<file path="config.mk">
export PLATFORM = sky130hd
export DESIGN_NAME = cpu_fabric_top
export DESIGN_NICKNAME = d
export VERILOG_FILES = /design/src/design/fabric_pkg.sv /design/src/design/bus_arbiter.sv /design/src/design/clint_timer.sv /design/src/design/bus_router.sv /design/src/design/cpu_fabric_top.sv
export SDC_FILE = /design/constraint.sdc
export NUM_CORES = 1
export LEC_CHECK = 0
export BUFFER_PORTS_ARGS = -buffer_cell sky130_fd_sc_hd__buf_2
export CORE_MARGIN = 2
export CORE_UTILIZATION = 59
export DETAILED_ROUTE_END_ITERATION = 12
export GPL_TIMING_DRIVEN = 0
export PLACE_DENSITY_LB_ADDON = 0.3
export SETUP_SLACK_MARGIN = 0.1
export SYNTH_ARGS = -nofsm -noshare
export SYNTH_HDL_FRONTEND = slang
export SYNTH_HIERARCHICAL = 1
export SYNTH_SLANG_ARGS = --single-unit
</file>
<file path="constraint.sdc">
create_clock -name clock -period 7.04 [get_ports clock]
set_input_delay 1.408 -clock clock [delete_from_list [all_inputs] [get_ports clock]]
set_output_delay 1.408 -clock clock [all_outputs]
set_load 0.01 [all_outputs]
</file>
<file path="src/design/fabric_pkg.sv">
`default_nettype none

package fabric_pkg;

    // Link widths
    localparam int addr_w  = 32;
    localparam int data_w  = 32;
    localparam int strb_w  = data_w / 8;
    localparam int resp_w  = 2;
    localparam int id_w    = 4;                     // AXI id, always driven 0
    localparam int len_w   = 8;                     // AXI4 burst length field
    localparam int timer_w = 64;                    // mtime / mtimecmp

    // Address map
    localparam logic [addr_w-1:0] clint_base = 32'h0200_0000;
    localparam logic [addr_w-1:0] clint_mask = 32'hFFFF_0000;

    // CLINT register offsets inside the window
    localparam logic [addr_w-1:0] clint_msip_off        = 32'h0000_0000;
    localparam logic [addr_w-1:0] clint_mtimecmp_off    = 32'h0000_4000;
    localparam logic [addr_w-1:0] clint_mtimecmp_hi_off = 32'h0000_4004;
    localparam logic [addr_w-1:0] clint_mtime_off       = 32'h0000_BFF8;
    localparam logic [addr_w-1:0] clint_mtime_hi_off    = 32'h0000_BFFC;

    // Fixed AXI field values
    localparam logic [2:0]        axi_size_word   = 3'b010;  // 4 bytes per beat
    localparam logic [1:0]        axi_burst_incr  = 2'b01;
    localparam logic [resp_w-1:0] axi_resp_okay   = 2'd0;
    localparam logic [resp_w-1:0] axi_resp_slverr = 2'd2;

    // Single-beat request on core port and internal links
    typedef struct packed {
        logic              valid;
        logic              write;
        logic [addr_w-1:0] addr;
        logic [data_w-1:0] wdata;
        logic [strb_w-1:0] wstrb;
    } bus_req_t;

    // Single-cycle response pulse, no ready
    typedef struct packed {
        logic              valid;
        logic [data_w-1:0] rdata;
        logic [resp_w-1:0] resp;
    } bus_rsp_t;

    // Read-only fetch request
    typedef struct packed {
        logic              valid;
        logic [addr_w-1:0] addr;
    } fetch_req_t;

    // AR and AW share one layout
    typedef struct packed {
        logic              valid;
        logic [addr_w-1:0] addr;
        logic [id_w-1:0]   id;
        logic [len_w-1:0]  len;
        logic [2:0]        size;
        logic [1:0]        burst;
    } axi_ax_t;

    typedef struct packed {
        logic              valid;
        logic [data_w-1:0] data;
        logic [strb_w-1:0] strb;
        logic              last;
    } axi_w_t;

    typedef struct packed {
        logic              valid;
        logic [resp_w-1:0] resp;
        logic [id_w-1:0]   id;
    } axi_b_t;

    typedef struct packed {
        logic              valid;
        logic [data_w-1:0] data;
        logic [resp_w-1:0] resp;
        logic              last;
        logic [id_w-1:0]   id;
    } axi_r_t;

    // Arbiter FSM
    typedef enum logic [1:0] {
        arb_idle    = 2'd0,   // Choosing a requester
        arb_busy    = 2'd1,   // Waiting on the router
        arb_respond = 2'd2    // Response pulse to owner
    } arb_state_e;

endpackage

`default_nettype wire

</file>
<file path="src/design/bus_arbiter.sv">
`timescale 1ns/10ps
`default_nettype none

module bus_arbiter import fabric_pkg::*; (
    input  logic       clock,
    input  logic       arst_n,
    // Fetch port, read only
    input  fetch_req_t fetch_req,
    output logic       fetch_ready,
    output bus_rsp_t   fetch_rsp,
    // Load/store port
    input  bus_req_t   lsu_req,
    output logic       lsu_ready,
    output bus_rsp_t   lsu_rsp,
    // Granted path toward the router
    output bus_req_t   grant_req,
    input  logic       grant_ready,
    input  bus_rsp_t   grant_rsp
);

    arb_state_e state_q;
    logic       prio_lsu_q;    // Set when load/store goes first next time
    logic       owner_lsu_q;   // Owner of the transaction in flight
    bus_rsp_t   rsp_q;         // Captured router response
    logic       pick_lsu;
    logic       in_idle;
    logic       accept;

    assign in_idle = (state_q == arb_idle);

    // Round robin, load/store wins on its turn or when fetch is quiet
    assign pick_lsu = lsu_req.valid && (!fetch_req.valid || prio_lsu_q);

    always_comb begin
        grant_req = '0;
        if (in_idle) begin
            if (pick_lsu) begin
                grant_req = lsu_req;
            end else begin
                grant_req.valid = fetch_req.valid;   // Fetch widened to a read
                grant_req.write = 1'b0;
                grant_req.addr  = fetch_req.addr;
            end
        end
    end

    assign accept      = in_idle && grant_req.valid && grant_ready;
    assign lsu_ready   = in_idle && pick_lsu && grant_ready;
    assign fetch_ready = in_idle && fetch_req.valid && !pick_lsu && grant_ready;

    // Response goes to the owner only
    always_comb begin
        fetch_rsp       = rsp_q;
        lsu_rsp         = rsp_q;
        fetch_rsp.valid = (state_q == arb_respond) && !owner_lsu_q;
        lsu_rsp.valid   = (state_q == arb_respond) && owner_lsu_q;
    end

    always_ff @(posedge clock or negedge arst_n) begin
        if (!arst_n) begin
            state_q     <= arb_idle;
            prio_lsu_q  <= 1'b0;
            owner_lsu_q <= 1'b0;
        end else begin
            case (state_q)
                arb_idle: begin
                    if (accept) begin
                        owner_lsu_q <= pick_lsu;     // Remember who asked
                        state_q     <= arb_busy;
                    end
                end
                arb_busy: begin
                    if (grant_rsp.valid) begin
                        state_q <= arb_respond;
                    end
                end
                arb_respond: begin
                    prio_lsu_q <= !owner_lsu_q;      // Other side goes first next
                    state_q    <= arb_idle;
                end
                default: begin
                    state_q <= arb_idle;
                end
            endcase
        end
    end

    // Response payload
    always_ff @(posedge clock) begin
        if (state_q == arb_busy && grant_rsp.valid) begin
            rsp_q <= grant_rsp;
        end
    end

endmodule

`default_nettype wire

</file>
<file path="src/design/clint_timer.sv">
`timescale 1ns/10ps
`default_nettype none

module clint_timer import fabric_pkg::*; (
    input  logic     clock,
    input  logic     arst_n,
    input  bus_req_t clint_req,
    output bus_rsp_t clint_rsp,
    output logic     timer_irq,
    output logic     soft_irq
);

    logic [timer_w-1:0] mtime_q;
    logic [timer_w-1:0] mtimecmp_q;
    logic               msip_q;
    logic               rsp_valid_q;
    logic [data_w-1:0]  rsp_data_q;
    logic [resp_w-1:0]  rsp_resp_q;
    logic [addr_w-1:0]  off;          // Offset inside the window
    logic [data_w-1:0]  rd_data;
    logic               rd_err;
    logic               wr_en;

    // Byte-lane merge under strobes
    function automatic logic [data_w-1:0] merge_bytes(
        input logic [data_w-1:0] old_v,
        input logic [data_w-1:0] new_v,
        input logic [strb_w-1:0] strb
    );
        logic [data_w-1:0] res;
        res = old_v;
        for (int i = 0; i < strb_w; i++) begin
            if (strb[i]) begin
                res[8*i +: 8] = new_v[8*i +: 8];
            end
        end
        return res;
    endfunction

    assign off   = clint_req.addr & ~clint_mask;
    assign wr_en = clint_req.valid && clint_req.write;

    // Register read mux
    always_comb begin
        rd_data = '0;
        rd_err  = 1'b0;
        case (off)
            clint_msip_off:        rd_data = {{(data_w-1){1'b0}}, msip_q};
            clint_mtimecmp_off:    rd_data = mtimecmp_q[31:0];
            clint_mtimecmp_hi_off: rd_data = mtimecmp_q[63:32];
            clint_mtime_off:       rd_data = mtime_q[31:0];
            clint_mtime_hi_off:    rd_data = mtime_q[63:32];
            default:               rd_err  = 1'b1;   // Hole in the map
        endcase
    end

    always_ff @(posedge clock or negedge arst_n) begin
        if (!arst_n) begin
            mtime_q     <= '0;
            mtimecmp_q  <= '1;           // No timer interrupt out of reset
            msip_q      <= 1'b0;
            timer_irq   <= 1'b0;
            rsp_valid_q <= 1'b0;
        end else begin
            mtime_q     <= mtime_q + 1'b1;                // Free running
            timer_irq   <= (mtime_q >= mtimecmp_q);
            rsp_valid_q <= clint_req.valid;               // Answer next cycle
            if (wr_en) begin
                case (off)
                    clint_msip_off: begin
                        if (clint_req.wstrb[0]) begin
                            msip_q <= clint_req.wdata[0];
                        end
                    end
                    clint_mtimecmp_off: begin
                        mtimecmp_q[31:0] <= merge_bytes(mtimecmp_q[31:0],
                                                        clint_req.wdata,
                                                        clint_req.wstrb);
                    end
                    clint_mtimecmp_hi_off: begin
                        mtimecmp_q[63:32] <= merge_bytes(mtimecmp_q[63:32],
                                                         clint_req.wdata,
                                                         clint_req.wstrb);
                    end
                    default: begin
                        // mtime is read only here
                    end
                endcase
            end
        end
    end

    // Response payload
    always_ff @(posedge clock) begin
        if (clint_req.valid) begin
            rsp_data_q <= (clint_req.write || rd_err) ? '0 : rd_data;
            rsp_resp_q <= rd_err ? axi_resp_slverr : axi_resp_okay;
        end
    end

    assign clint_rsp = '{valid: rsp_valid_q, rdata: rsp_data_q, resp: rsp_resp_q};
    assign soft_irq  = msip_q;

endmodule

`default_nettype wire

</file>
<file path="src/design/bus_router.sv">
`timescale 1ns/10ps
`default_nettype none

module bus_router import fabric_pkg::*; (
    input  logic     clock,
    input  logic     arst_n,
    // From the arbiter
    input  bus_req_t grant_req,
    output logic     grant_ready,
    output bus_rsp_t grant_rsp,
    // CLINT link
    output bus_req_t clint_req,
    input  bus_rsp_t clint_rsp,
    // External AXI master
    output axi_ax_t  ar,
    input  logic     arready,
    output axi_ax_t  aw,
    input  logic     awready,
    output axi_w_t   w,
    input  logic     wready,
    input  axi_r_t   r,
    output logic     rready,
    input  axi_b_t   b,
    output logic     bready
);

    typedef enum logic [1:0] {
        rt_idle  = 2'd0,
        rt_clint = 2'd1,
        rt_read  = 2'd2,
        rt_write = 2'd3
    } rt_state_e;

    rt_state_e state_q;
    bus_req_t  req_q;          // Granted request payload
    logic      clint_vld_q;    // One-cycle CLINT strobe
    logic      ar_pend_q;
    logic      aw_pend_q;
    logic      w_pend_q;
    logic      hit_clint;

    assign grant_ready = (state_q == rt_idle);
    assign hit_clint   = (grant_req.addr & clint_mask) == clint_base;

    always_comb begin
        clint_req       = req_q;
        clint_req.valid = clint_vld_q;
    end

    // Fixed single-beat fields
    assign ar = '{valid: ar_pend_q, addr: req_q.addr, id: '0, len: '0,
                  size: axi_size_word, burst: axi_burst_incr};
    assign aw = '{valid: aw_pend_q, addr: req_q.addr, id: '0, len: '0,
                  size: axi_size_word, burst: axi_burst_incr};
    assign w  = '{valid: w_pend_q, data: req_q.wdata, strb: req_q.wstrb, last: 1'b1};

    assign rready = (state_q == rt_read) && !ar_pend_q;               // After AR done
    assign bready = (state_q == rt_write) && !aw_pend_q && !w_pend_q; // After AW and W

    // Response back to the arbiter
    always_comb begin
        grant_rsp = '0;
        case (state_q)
            rt_clint: begin
                grant_rsp = clint_rsp;
            end
            rt_read: begin
                grant_rsp.valid = r.valid && rready;
                grant_rsp.rdata = r.data;
                // Unexpected beat shape flagged as slave error
                grant_rsp.resp  = (r.last && r.id == '0) ? r.resp : axi_resp_slverr;
            end
            rt_write: begin
                grant_rsp.valid = b.valid && bready;
                grant_rsp.resp  = (b.id == '0) ? b.resp : axi_resp_slverr;
            end
            default: begin
                grant_rsp = '0;
            end
        endcase
    end

    always_ff @(posedge clock or negedge arst_n) begin
        if (!arst_n) begin
            state_q     <= rt_idle;
            clint_vld_q <= 1'b0;
            ar_pend_q   <= 1'b0;
            aw_pend_q   <= 1'b0;
            w_pend_q    <= 1'b0;
        end else begin
            clint_vld_q <= 1'b0;
            case (state_q)
                rt_idle: begin
                    if (grant_req.valid) begin
                        if (hit_clint) begin
                            clint_vld_q <= 1'b1;
                            state_q     <= rt_clint;
                        end else if (grant_req.write) begin
                            aw_pend_q <= 1'b1;       // AW and W raised together
                            w_pend_q  <= 1'b1;
                            state_q   <= rt_write;
                        end else begin
                            ar_pend_q <= 1'b1;
                            state_q   <= rt_read;
                        end
                    end
                end
                rt_clint: begin
                    if (clint_rsp.valid) begin
                        state_q <= rt_idle;
                    end
                end
                rt_read: begin
                    if (ar_pend_q && arready) begin
                        ar_pend_q <= 1'b0;
                    end
                    if (grant_rsp.valid) begin
                        state_q <= rt_idle;
                    end
                end
                rt_write: begin
                    if (aw_pend_q && awready) begin
                        aw_pend_q <= 1'b0;
                    end
                    if (w_pend_q && wready) begin
                        w_pend_q <= 1'b0;
                    end
                    if (grant_rsp.valid) begin
                        state_q <= rt_idle;
                    end
                end
                default: begin
                    state_q <= rt_idle;
                end
            endcase
        end
    end

    // Latch payload at acceptance
    always_ff @(posedge clock) begin
        if (grant_req.valid && grant_ready) begin
            req_q <= grant_req;
        end
    end

endmodule

`default_nettype wire

</file>
<file path="src/design/cpu_fabric_top.sv">
`timescale 1ns/10ps
`default_nettype none

module cpu_fabric_top import fabric_pkg::*; (
    input  logic       clock,
    input  logic       arst_n,
    // Core fetch port
    input  fetch_req_t fetch_req,
    output logic       fetch_ready,
    output bus_rsp_t   fetch_rsp,
    // Core load/store port
    input  bus_req_t   lsu_req,
    output logic       lsu_ready,
    output bus_rsp_t   lsu_rsp,
    // External AXI master
    output axi_ax_t    io_master_ar,
    input  logic       io_master_arready,
    output axi_ax_t    io_master_aw,
    input  logic       io_master_awready,
    output axi_w_t     io_master_w,
    input  logic       io_master_wready,
    input  axi_r_t     io_master_r,
    output logic       io_master_rready,
    input  axi_b_t     io_master_b,
    output logic       io_master_bready,
    // Interrupts toward the core
    output logic       timer_irq,
    output logic       soft_irq
);

    bus_req_t grant_req;    // Arbiter to router
    logic     grant_ready;
    bus_rsp_t grant_rsp;
    bus_req_t clint_req;    // Router to CLINT
    bus_rsp_t clint_rsp;

    bus_arbiter u_arbiter (
        .clock       (clock),
        .arst_n      (arst_n),
        .fetch_req   (fetch_req),
        .fetch_ready (fetch_ready),
        .fetch_rsp   (fetch_rsp),
        .lsu_req     (lsu_req),
        .lsu_ready   (lsu_ready),
        .lsu_rsp     (lsu_rsp),
        .grant_req   (grant_req),
        .grant_ready (grant_ready),
        .grant_rsp   (grant_rsp)
    );

    bus_router u_router (
        .clock       (clock),
        .arst_n      (arst_n),
        .grant_req   (grant_req),
        .grant_ready (grant_ready),
        .grant_rsp   (grant_rsp),
        .clint_req   (clint_req),
        .clint_rsp   (clint_rsp),
        .ar          (io_master_ar),
        .arready     (io_master_arready),
        .aw          (io_master_aw),
        .awready     (io_master_awready),
        .w           (io_master_w),
        .wready      (io_master_wready),
        .r           (io_master_r),
        .rready      (io_master_rready),
        .b           (io_master_b),
        .bready      (io_master_bready)
    );

    clint_timer u_clint (
        .clock     (clock),
        .arst_n    (arst_n),
        .clint_req (clint_req),
        .clint_rsp (clint_rsp),
        .timer_irq (timer_irq),
        .soft_irq  (soft_irq)
    );

endmodule

`default_nettype wire

</file>
# Word level (Yosys, flattened, before mapping)

Cells that the tools add are included.

Output and inout port bits: 214
Bits of input ports: 155
Register bits: 278
Word-level logic and storage cells: 142

Multiplexer cells: 35
Reduce and logical (&&, ||, !) cells: 55
Eq/ne operators: 21
Add/sub/neg operators: 1
$lt $le $gt $ge: 1

Operators with widths:

| operator                                                                 | count |
|---|---|
| 32-bit one-hot mux with 5 select lines                                   | 1 |
| 70-bit 2-to-1 mux                                                        | 1 |
| 64-bit by 1-bit adder with 64-bit output (second input constant)         | 1 |
| 64-bit >= comparator                                                     | 1 |
| 32-bit one-hot mux with 2 select lines                                   | 1 |
| 36-bit 2-to-1 mux                                                        | 1 |
| 34-bit 2-to-1 mux                                                        | 1 |
| 16-bit by 15-bit == test with 1-bit output (second input constant)       | 2 |
| 16-bit == test (second input constant)                                   | 2 |
| 32-bit zero test                                                         | 1 |
| 3-bit AND reduction                                                      | 10 |
| 1-bit logical AND                                                        | 22 |
| 2-bit 2-to-1 mux                                                         | 9 |
| 16-bit by 10-bit == test with 1-bit output (second input constant)       | 1 |
| 5-bit AND reduction                                                      | 3 |
| 1-bit 2-to-1 mux                                                         | 14 |
| 2-bit inequality test (second input constant)                            | 6 |
| 2-bit one-hot mux with 3 select lines                                    | 2 |
| 2-bit by 1-bit inequality test with 1-bit output (second input constant) | 5 |
| 4-bit zero test                                                          | 2 |
| 2-bit == test (second input constant)                                    | 3 |
| 1-bit zero test                                                          | 6 |
| 1-bit one-hot mux with 2 select lines                                    | 3 |
| 2-bit AND reduction                                                      | 3 |
| 8 further kinds                                                          | 12 |

# Longest topological paths before layout

Gate-level depths: netlist of run 1.

Depth in word-level cells: 9
Gate-level depth with buffers: 10
Depth with buffers taken out: 8

# Hierarchy

Netlist of run 1, hierarchy kept.

By module, submodules not included:

| module      | area each (µm²) | times used | sequential area each (µm²) | cells an instance |
|---|---|---|---|---|
| clint_timer | 8857.2          | 1          | 4349.2                     | 830 |
| bus_router  | 4139.0          | 1          | 2222.1                     | 349 |
| bus_arbiter | 2374.8          | 1          | 1121.1                     | 250 |

# Least setup slack after synthesis of run 1

OpenSTA, ideal clock, no wires.

Path type: input port to flip-flop
Start: input lsu_req[69] (netlist name)
End: register u_router.req_q (netlist bit u_router/ar[17]) (enable)
Buffers on the path: 1
Required time: 6617 ps
Stages on the path: 4
Setup slack: 3332 ps
Arrival: 3286 ps
Setup time: 423 ps
Cells stage by stage: clkbuf_1 -> o21a_1 -> nand2_1 -> inv_1

RTL lines:

| what                   | RTL line             | RTL |
|---|---|---|
| start: declaration     | cpu_fabric_top.sv:12 | `input bus_req_t lsu_req,` |
| end signal: assignment | bus_router.sv:142    | `req_q <= grant_req;` |
| end: declaration       | bus_router.sv:35     | `bus_req_t req_q;` |

# Final worst setup path of run 1

Start: input fetch_req[32] (netlist name)
End: output fetch_ready

Word-level cells in the longest chain between the ends: 6
Elaborated cells on any way between the ends: 7
Classes of those cells: reduce/logical: 7

Ends and longest elaborated chain:

| what                              | RTL line            | RTL |
|---|---|---|
| start: declaration                | cpu_fabric_top.sv:8 | `input fetch_req_t fetch_req,` |
| 1-bit zero test                   | bus_arbiter.sv:32   | `assign pick_lsu = lsu_req.valid && (!fetch_req.valid \|\| prio_lsu_q);` |
| 1-bit logical OR                  | bus_arbiter.sv:32   |  |
| 1-bit logical AND                 | bus_arbiter.sv:32   |  |
| 1-bit zero test                   | bus_arbiter.sv:49   | `assign fetch_ready = in_idle && fetch_req.valid && !pick_lsu && grant_ready;` |
| 1-bit logical AND * (2 in series) | bus_arbiter.sv:49   |  |
| end: declaration                  | cpu_fabric_top.sv:9 | `output logic fetch_ready,` |

Mark *: on every way between the ends. The rest lies on a longest branch, timed or not.

==> metrics.yaml, run 1 <==
status: "completed"
ctsResizeCount: 0
crit_chain: "buf_2 > nand2b_1 > buf_2 > and2_1 > buf_6 > buf_6 > nor2_1 > buf_2"
ant_nets: 0
cpLargestDelayFamily: "buffers and inverters"
startpoint_type: "input pin"
grt_pass1_vias: 11200
antenna_found_initial: 1
h-tree-depth: 1
grt_max_degree: 86
syn_to_final_growth_pct: 20.7
row_count: 58
reg2reg_to: "u_clint/rsp_data_q[4]$_SDFFCE_PP0P_"
hold_viol_final: 0
clock_latency_ps: 550
slowest_stage: "nor2_1"
syn_area_um2: 15300
hold_class: "register to register"
start_util_pct: 60.4
clkSlewWorstSetupHoldPaths_ps: 60
ir_drop_v: 0.000172
critPathCaptureType: "primary output"
fmax_ghz: 0.244
setup_violations: 0
worstPathArrival_ps: 2700
syn_inst: 1413
grt_overflow: 0
grt_pass1_wl_um: 60500
ff2ff_path_depth: 9
place.port_buffers: 332
numCtsBuffers: 29
synth.avg_cell_area_um2: 10.8
ctsHoldBuffers: 0
crit_top_cell: "buf_2"
period_share_pct: 58.3
place_hpwl_um: 31800
drv_cap: 0
ios: 369
r2r-start: "u_router/ar[24]$_DFFE_PP_"
die_x_um: 165
drc: 0
wire_per_inst_um: 19.1
core_area_um2: 25300
globalplace.congestion: 0.906
routed_wirelength_um: 41300
rrSetupSlack_ps: 3440
drt_iter0_drc: 1390
vias_per_cell: 5.69
maxSlewHeadroom_pct: 39.7
path_class: "input pin to primary output"
endpoint: "fetch_ready"
cts_setup_buffers: 0
path_buf_inv: 5
yosys_warnings: 6
drive_above_1_share_pct: 35.4
die_h_um: 165
critPathMaxStageDelay_ps: 250
p_leak_nw: 8.14
cp.required_ps: 5630
hold_path.startpoint: "u_arbiter/prio_lsu_q$_DFFE_PN0N_"
nFillCells: 1810
p_per_area_nw_per_um2: 252
clkSinkCount: 277
placedCellCount: 2109
track_usage_pct: 29.2
cts.path.max_buffers: 3
fin_skew_ps: 13.8
cp.depth: 8
slew_viol_final: 0
cts_root_buf: "clkbuf_16"
startpoint: "fetch_req[32]"
firstDrtPassIters: 6
tightest_slew_ps: 904
finalNetCount: 2034
dr_total_vias: 12300
finalSetupTns_ps: 0
cts_tree: "yes"
path_max_fanout: 10
rsz0062_at_grt: "false"
holdPathStages: 1
fin_cells: 2165
hold_ws_ps: 480
finalCriticalPeriod_ps: 4100
die_area_um2: 27200
[sequential cells by signal, summed over array words and instances, names as in the netlist]
signal / count
u_clint/rsp_valid_q: 1
u_clint/mtime_q: 64
u_clint/timer_irq: 1
u_arbiter/fetch_rsp: 34
u_router/clint_req: 37
u_router/clint_vld_q: 1
u_router/w_pend_q: 1
u_clint/soft_irq: 1
u_arbiter/state_q: 2
u_router/aw_pend_q: 1
u_router/state_q: 2
u_clint/mtimecmp_q: 64
u_clint/rsp_data_q: 32
u_router/ar_pend_q: 1
u_clint/rsp_resp_q: 1
u_router/ar: 32
u_arbiter/owner_lsu_q: 1
u_arbiter/prio_lsu_q: 1
[stage by stage]
| step | setup WS, ps | utilization (%) | power, mW | instance area (µm²) |
|---|---|---|---|---|
| after floorplan | 3330 | - | 2.77 | 15400 |
| after global placement | 2450 | 69.1 | 3.17 | 17400 |
| after detailed placement | 3010 | 69.2 | 3.20 | 17500 |
| after CTS | 3000 | 72.9 | 4.66 | 18400 |
| after global routing | 2930 | 72.9 | 4.85 | 18400 |
| final | 2940 | 72.9 | 4.65 | 18400 |
[layout by cell type (no fill, tap or decap), types with 59 or more instances in the layout]
cell type	n
dfrtp_1	77
buf_4	161
a21oi_1	59
ha_1	69
inv_1	76
nand4_1	72
dfstp_2	64
nand2_1	139
edfxtp_1	136
buf_2	347
[worst min path at each step]
| stage | slack [ps] | end |
|---|---|---|
| after floorplan | 440 | u_arbiter/prio_lsu_q$_DFFE_PN0N_ |
| after global placement | 450 | u_arbiter/prio_lsu_q$_DFFE_PN0N_ |
| after detailed placement | 460 | u_arbiter/prio_lsu_q$_DFFE_PN0N_ |
| after CTS | 470 | u_arbiter/prio_lsu_q$_DFFE_PN0N_ |
| after global routing | 510 | u_arbiter/prio_lsu_q$_DFFE_PN0N_ |
| final | 480 | u_arbiter/prio_lsu_q$_DFFE_PN0N_ |
[layer usage]
| metal | part of all wire [%] | global-route usage, % | vias to the layer above |
|---|---|---|---|
| li1 | - | - | 5721 |
| met1 | 39 | 39.4 | 5861 |
| met2 | 48 | 48.2 | 641 |
| met3 | 9.4 | 4.50 | 104 |
| met4 | 3.5 | 10.2 | 0 |
| met5 | 0 | 0 | - |
[report_power, final]
| part | switching [mW] | total (mW) | internal (mW) |
|---|---|---|---|
| clock | 0.615 | 1.46 | 0.846 |
| sequential | 0.102 | 2.01 | 1.91 |
| combinational | 0.660 | 1.18 | 0.515 |
| total | 1.38 | 4.65 | 3.27 |
[final cells by class]
class	instances	area [µm²]	share of cell area [%]
multi-input combinational	864	5850	31.8
sequential	277	7690	41.8
clock inverter	19	145	0.789
inverter	77	292	1.58
clock buffer	35	768	4.17
timing repair buffer	333	1700	9.21
antenna	2	5.00	0.0272
buffer	228	1540	8.37
tap	330	413	2.24
Note: power is estimated with default switching activity, not from simulation.
==> inputs of run 2 (changes only) <==
CORE_UTILIZATION = 55   (was 59)
clock period = 4.29 ns   (was 7.04 ns; I/O delays follow)
==> run 2 against run 1 <==
  * Critical path depth rose by 1
  * Sequential share of layout area shrank 0.14 points
  * Combinational power grew 64%
  * Sequential power rose by 64%
==> metrics.yaml, run 2 (synthesis results as in run 1) <==
status: "completed"
wire_per_inst_um: 19.0  # -0.47%
register_area_um2: 7690  # unchanged
die_area_um2: 29100  # +7.1%
clkSinkCount: 277  # unchanged
rsz0062_at_grt: "false"
startpoint: "u_router/ar[24]$_DFFE_PP_"
ios: 369  # unchanged
h-tree-depth: 1  # unchanged
dr_total_vias: 12300  # -0.25%
path_buf_inv: 3  # -2
row_count: 60  # +3.4%
layout_common_cells: "buf_2 (347), buf_4 (161), nand2_1 (139), edfxtp_1 (136), dfrtp_1 (77)"
rrSetupSlack_ps: 860  # -2580 ps
cts.path.max_buffers: 3  # unchanged
cpLargestDelayFamily: "simple AND/OR/NAND/NOR gates"
fin_skew_ps: 12.4  # -1.37 ps
fmax_ghz: 0.291
grt_overflow: 0  # unchanged
firstDrtPassIters: 10  # +4
tightest_slew_ps: 932  # +27.6 ps
vias_per_cell: 5.57  # -2.1%
core_area_um2: 27100  # +7.3%
grt_pass1_wl_um: 63800  # +5.5%
cts_setup_buffers: 0  # unchanged
cts_tree: "yes"
final_common_cell: "buf_2"
startpoint_type: "register"
track_usage_pct: 28.3  # -0.87 points
drt_iter0_drc: 1320  # -5.0%
globalplace.congestion: 0.923  # +1.8%
crit_chain: "buf_4 > nor4_1 > nand3_1 > nor2_1 > nor4_1 > or2_1 > clkbuf_1 > buf_2 > a21oi_1"
syn_to_final_growth_pct: 21.1
ff2ff_path_depth: 9  # unchanged
path_max_fanout: 10  # unchanged
critPathMaxStageDelay_ps: 700  # +450 ps
post-place-ws_ps: 850  # -2160 ps
drc: 0  # unchanged
routed_wirelength_um: 41900  # +1.4%
setup_violations: 0  # unchanged
antenna_found_initial: 2  # +1
drv_cap: 0  # unchanged
maxSlewHeadroom_pct: 37.9  # -1.8 points
finalSetupTns_ps: 0  # unchanged
slew_viol_final: 0  # unchanged
ant_nets: 0  # unchanged
drive_above_1_share_pct: 35.5  # +0.055 points
crit_top_cell: "nor4_1"
ctsHoldBuffers: 0  # unchanged
finalCriticalPeriod_ps: 3430
cp.required_ps: 4580  # -1050 ps
multi_input_area_um2: 5850  # unchanged
die_x_um: 171  # +3.5%
period_share_pct: 80.0
path_class: "register to register"
ir_drop_v: 0.000412  # +140%
place_hpwl_um: 32100  # +0.74%
layout_setup_ws_ps: 858  # -2080 ps
hold_class: "input pin to async pin"
clock_latency_ps: 550  # about the same
grt_max_degree: 94  # +9.3%
start_util_pct: 56.3  # -4.1 points
clkSlewWorstSetupHoldPaths_ps: 60  # about the same
totalPowerFinal_mw: 7.64  # +65%
place.port_buffers: 332  # unchanged
r2r-start: "u_router/ar[24]$_DFFE_PP_"
reg2reg_to: "u_clint/rsp_data_q[7]$_SDFFCE_PP0P_"
slowest_stage: "nor2_1"
die_h_um: 171  # +3.5%
hold_viol_final: 0  # unchanged
fin_cells: 2206  # +1.9%
worstPathArrival_ps: 3720  # +1020 ps
placedCellCount: 2151  # +2.0%
cts_root_buf: "clkbuf_16"
ctsResizeCount: 0  # unchanged
critPathCaptureType: "register"
finalNetCount: 2034  # unchanged
nFillCells: 2092  # +16%
grt_pass1_vias: 11600  # +4.1%
numCtsBuffers: 29  # unchanged
p_per_area_nw_per_um2: 414  # +64%
p_leak_nw: 8.16  # +0.18%
## run 2: worst max-delay path by stage
stage	to	slack (ps)	cells after the start
floorplan	u_router/ar[17]$_DFFE_PP_	1130	4
global placement	u_router/clint_req[17]$_DFFE_PP_	50	6
detailed placement	u_clint/rsp_data_q[7]$_SDFFCE_PP0P_	850	9
CTS	u_clint/rsp_data_q[7]$_SDFFCE_PP0P_	780	9
global route	u_clint/rsp_data_q[7]$_SDFFCE_PP0P_	700	9
finish	u_clint/rsp_data_q[7]$_SDFFCE_PP0P_	860	9
## run 2: final cells by class
class | count | area share, %
multi-input combinational | 864 | 31.7
inverter | 77 | 1.58
antenna | 1 | 0.0136
buffer | 228 | 8.34
timing repair buffer | 333 | 9.18
sequential | 277 | 41.7
clock inverter | 11 | 0.298
clock buffer | 43 | 4.72
tap | 372 | 2.52
## run 2: where the power goes
part,internal [mW],switching [mW]
clock network,1.40,1.02
logic,0.846,1.09
registers,3.13,0.161
## run 2: worst reg2reg max path, cell delays in order (launching register included)
cell and delay (ps):
edfxtp_1 430, buf_4 160, nor4_1 290, nand3_1 200
nor2_1 700, nor4_1 280, or2_1 280, clkbuf_1 190
buf_2 230, a21oi_1 410
## run 2: layer usage
| layer | up-vias | part of all wire [%] | GRT usage, % | wire (µm) |
|---|---|---|---|---|
| met5 | - | 0.043 | 0 | 18 |
| met4 | 2 | 2.9 | 8.40 | 1230 |
| met3 | 77 | 8.0 | 3.63 | 3350 |
| met2 | 592 | 49 | 47.5 | 20400 |
| met1 | 5909 | 40 | 38.6 | 16900 |
| li1 | 5716 | - | - | - |
## run 2: per-stage QoR
stage | cell area (µm²) | hold WS (ps) | util [%]
2_1_floorplan | 15400 | 441 | -
3_3_place_gp | 17500 | 449 | 64.6
3_5_place_dp | 17500 | 463 | 64.7
4_1_cts | 18500 | 256 | 68.1
5_1_grt | 18500 | 271 | 68.1
6_report | 18500 | 251 | 68.1
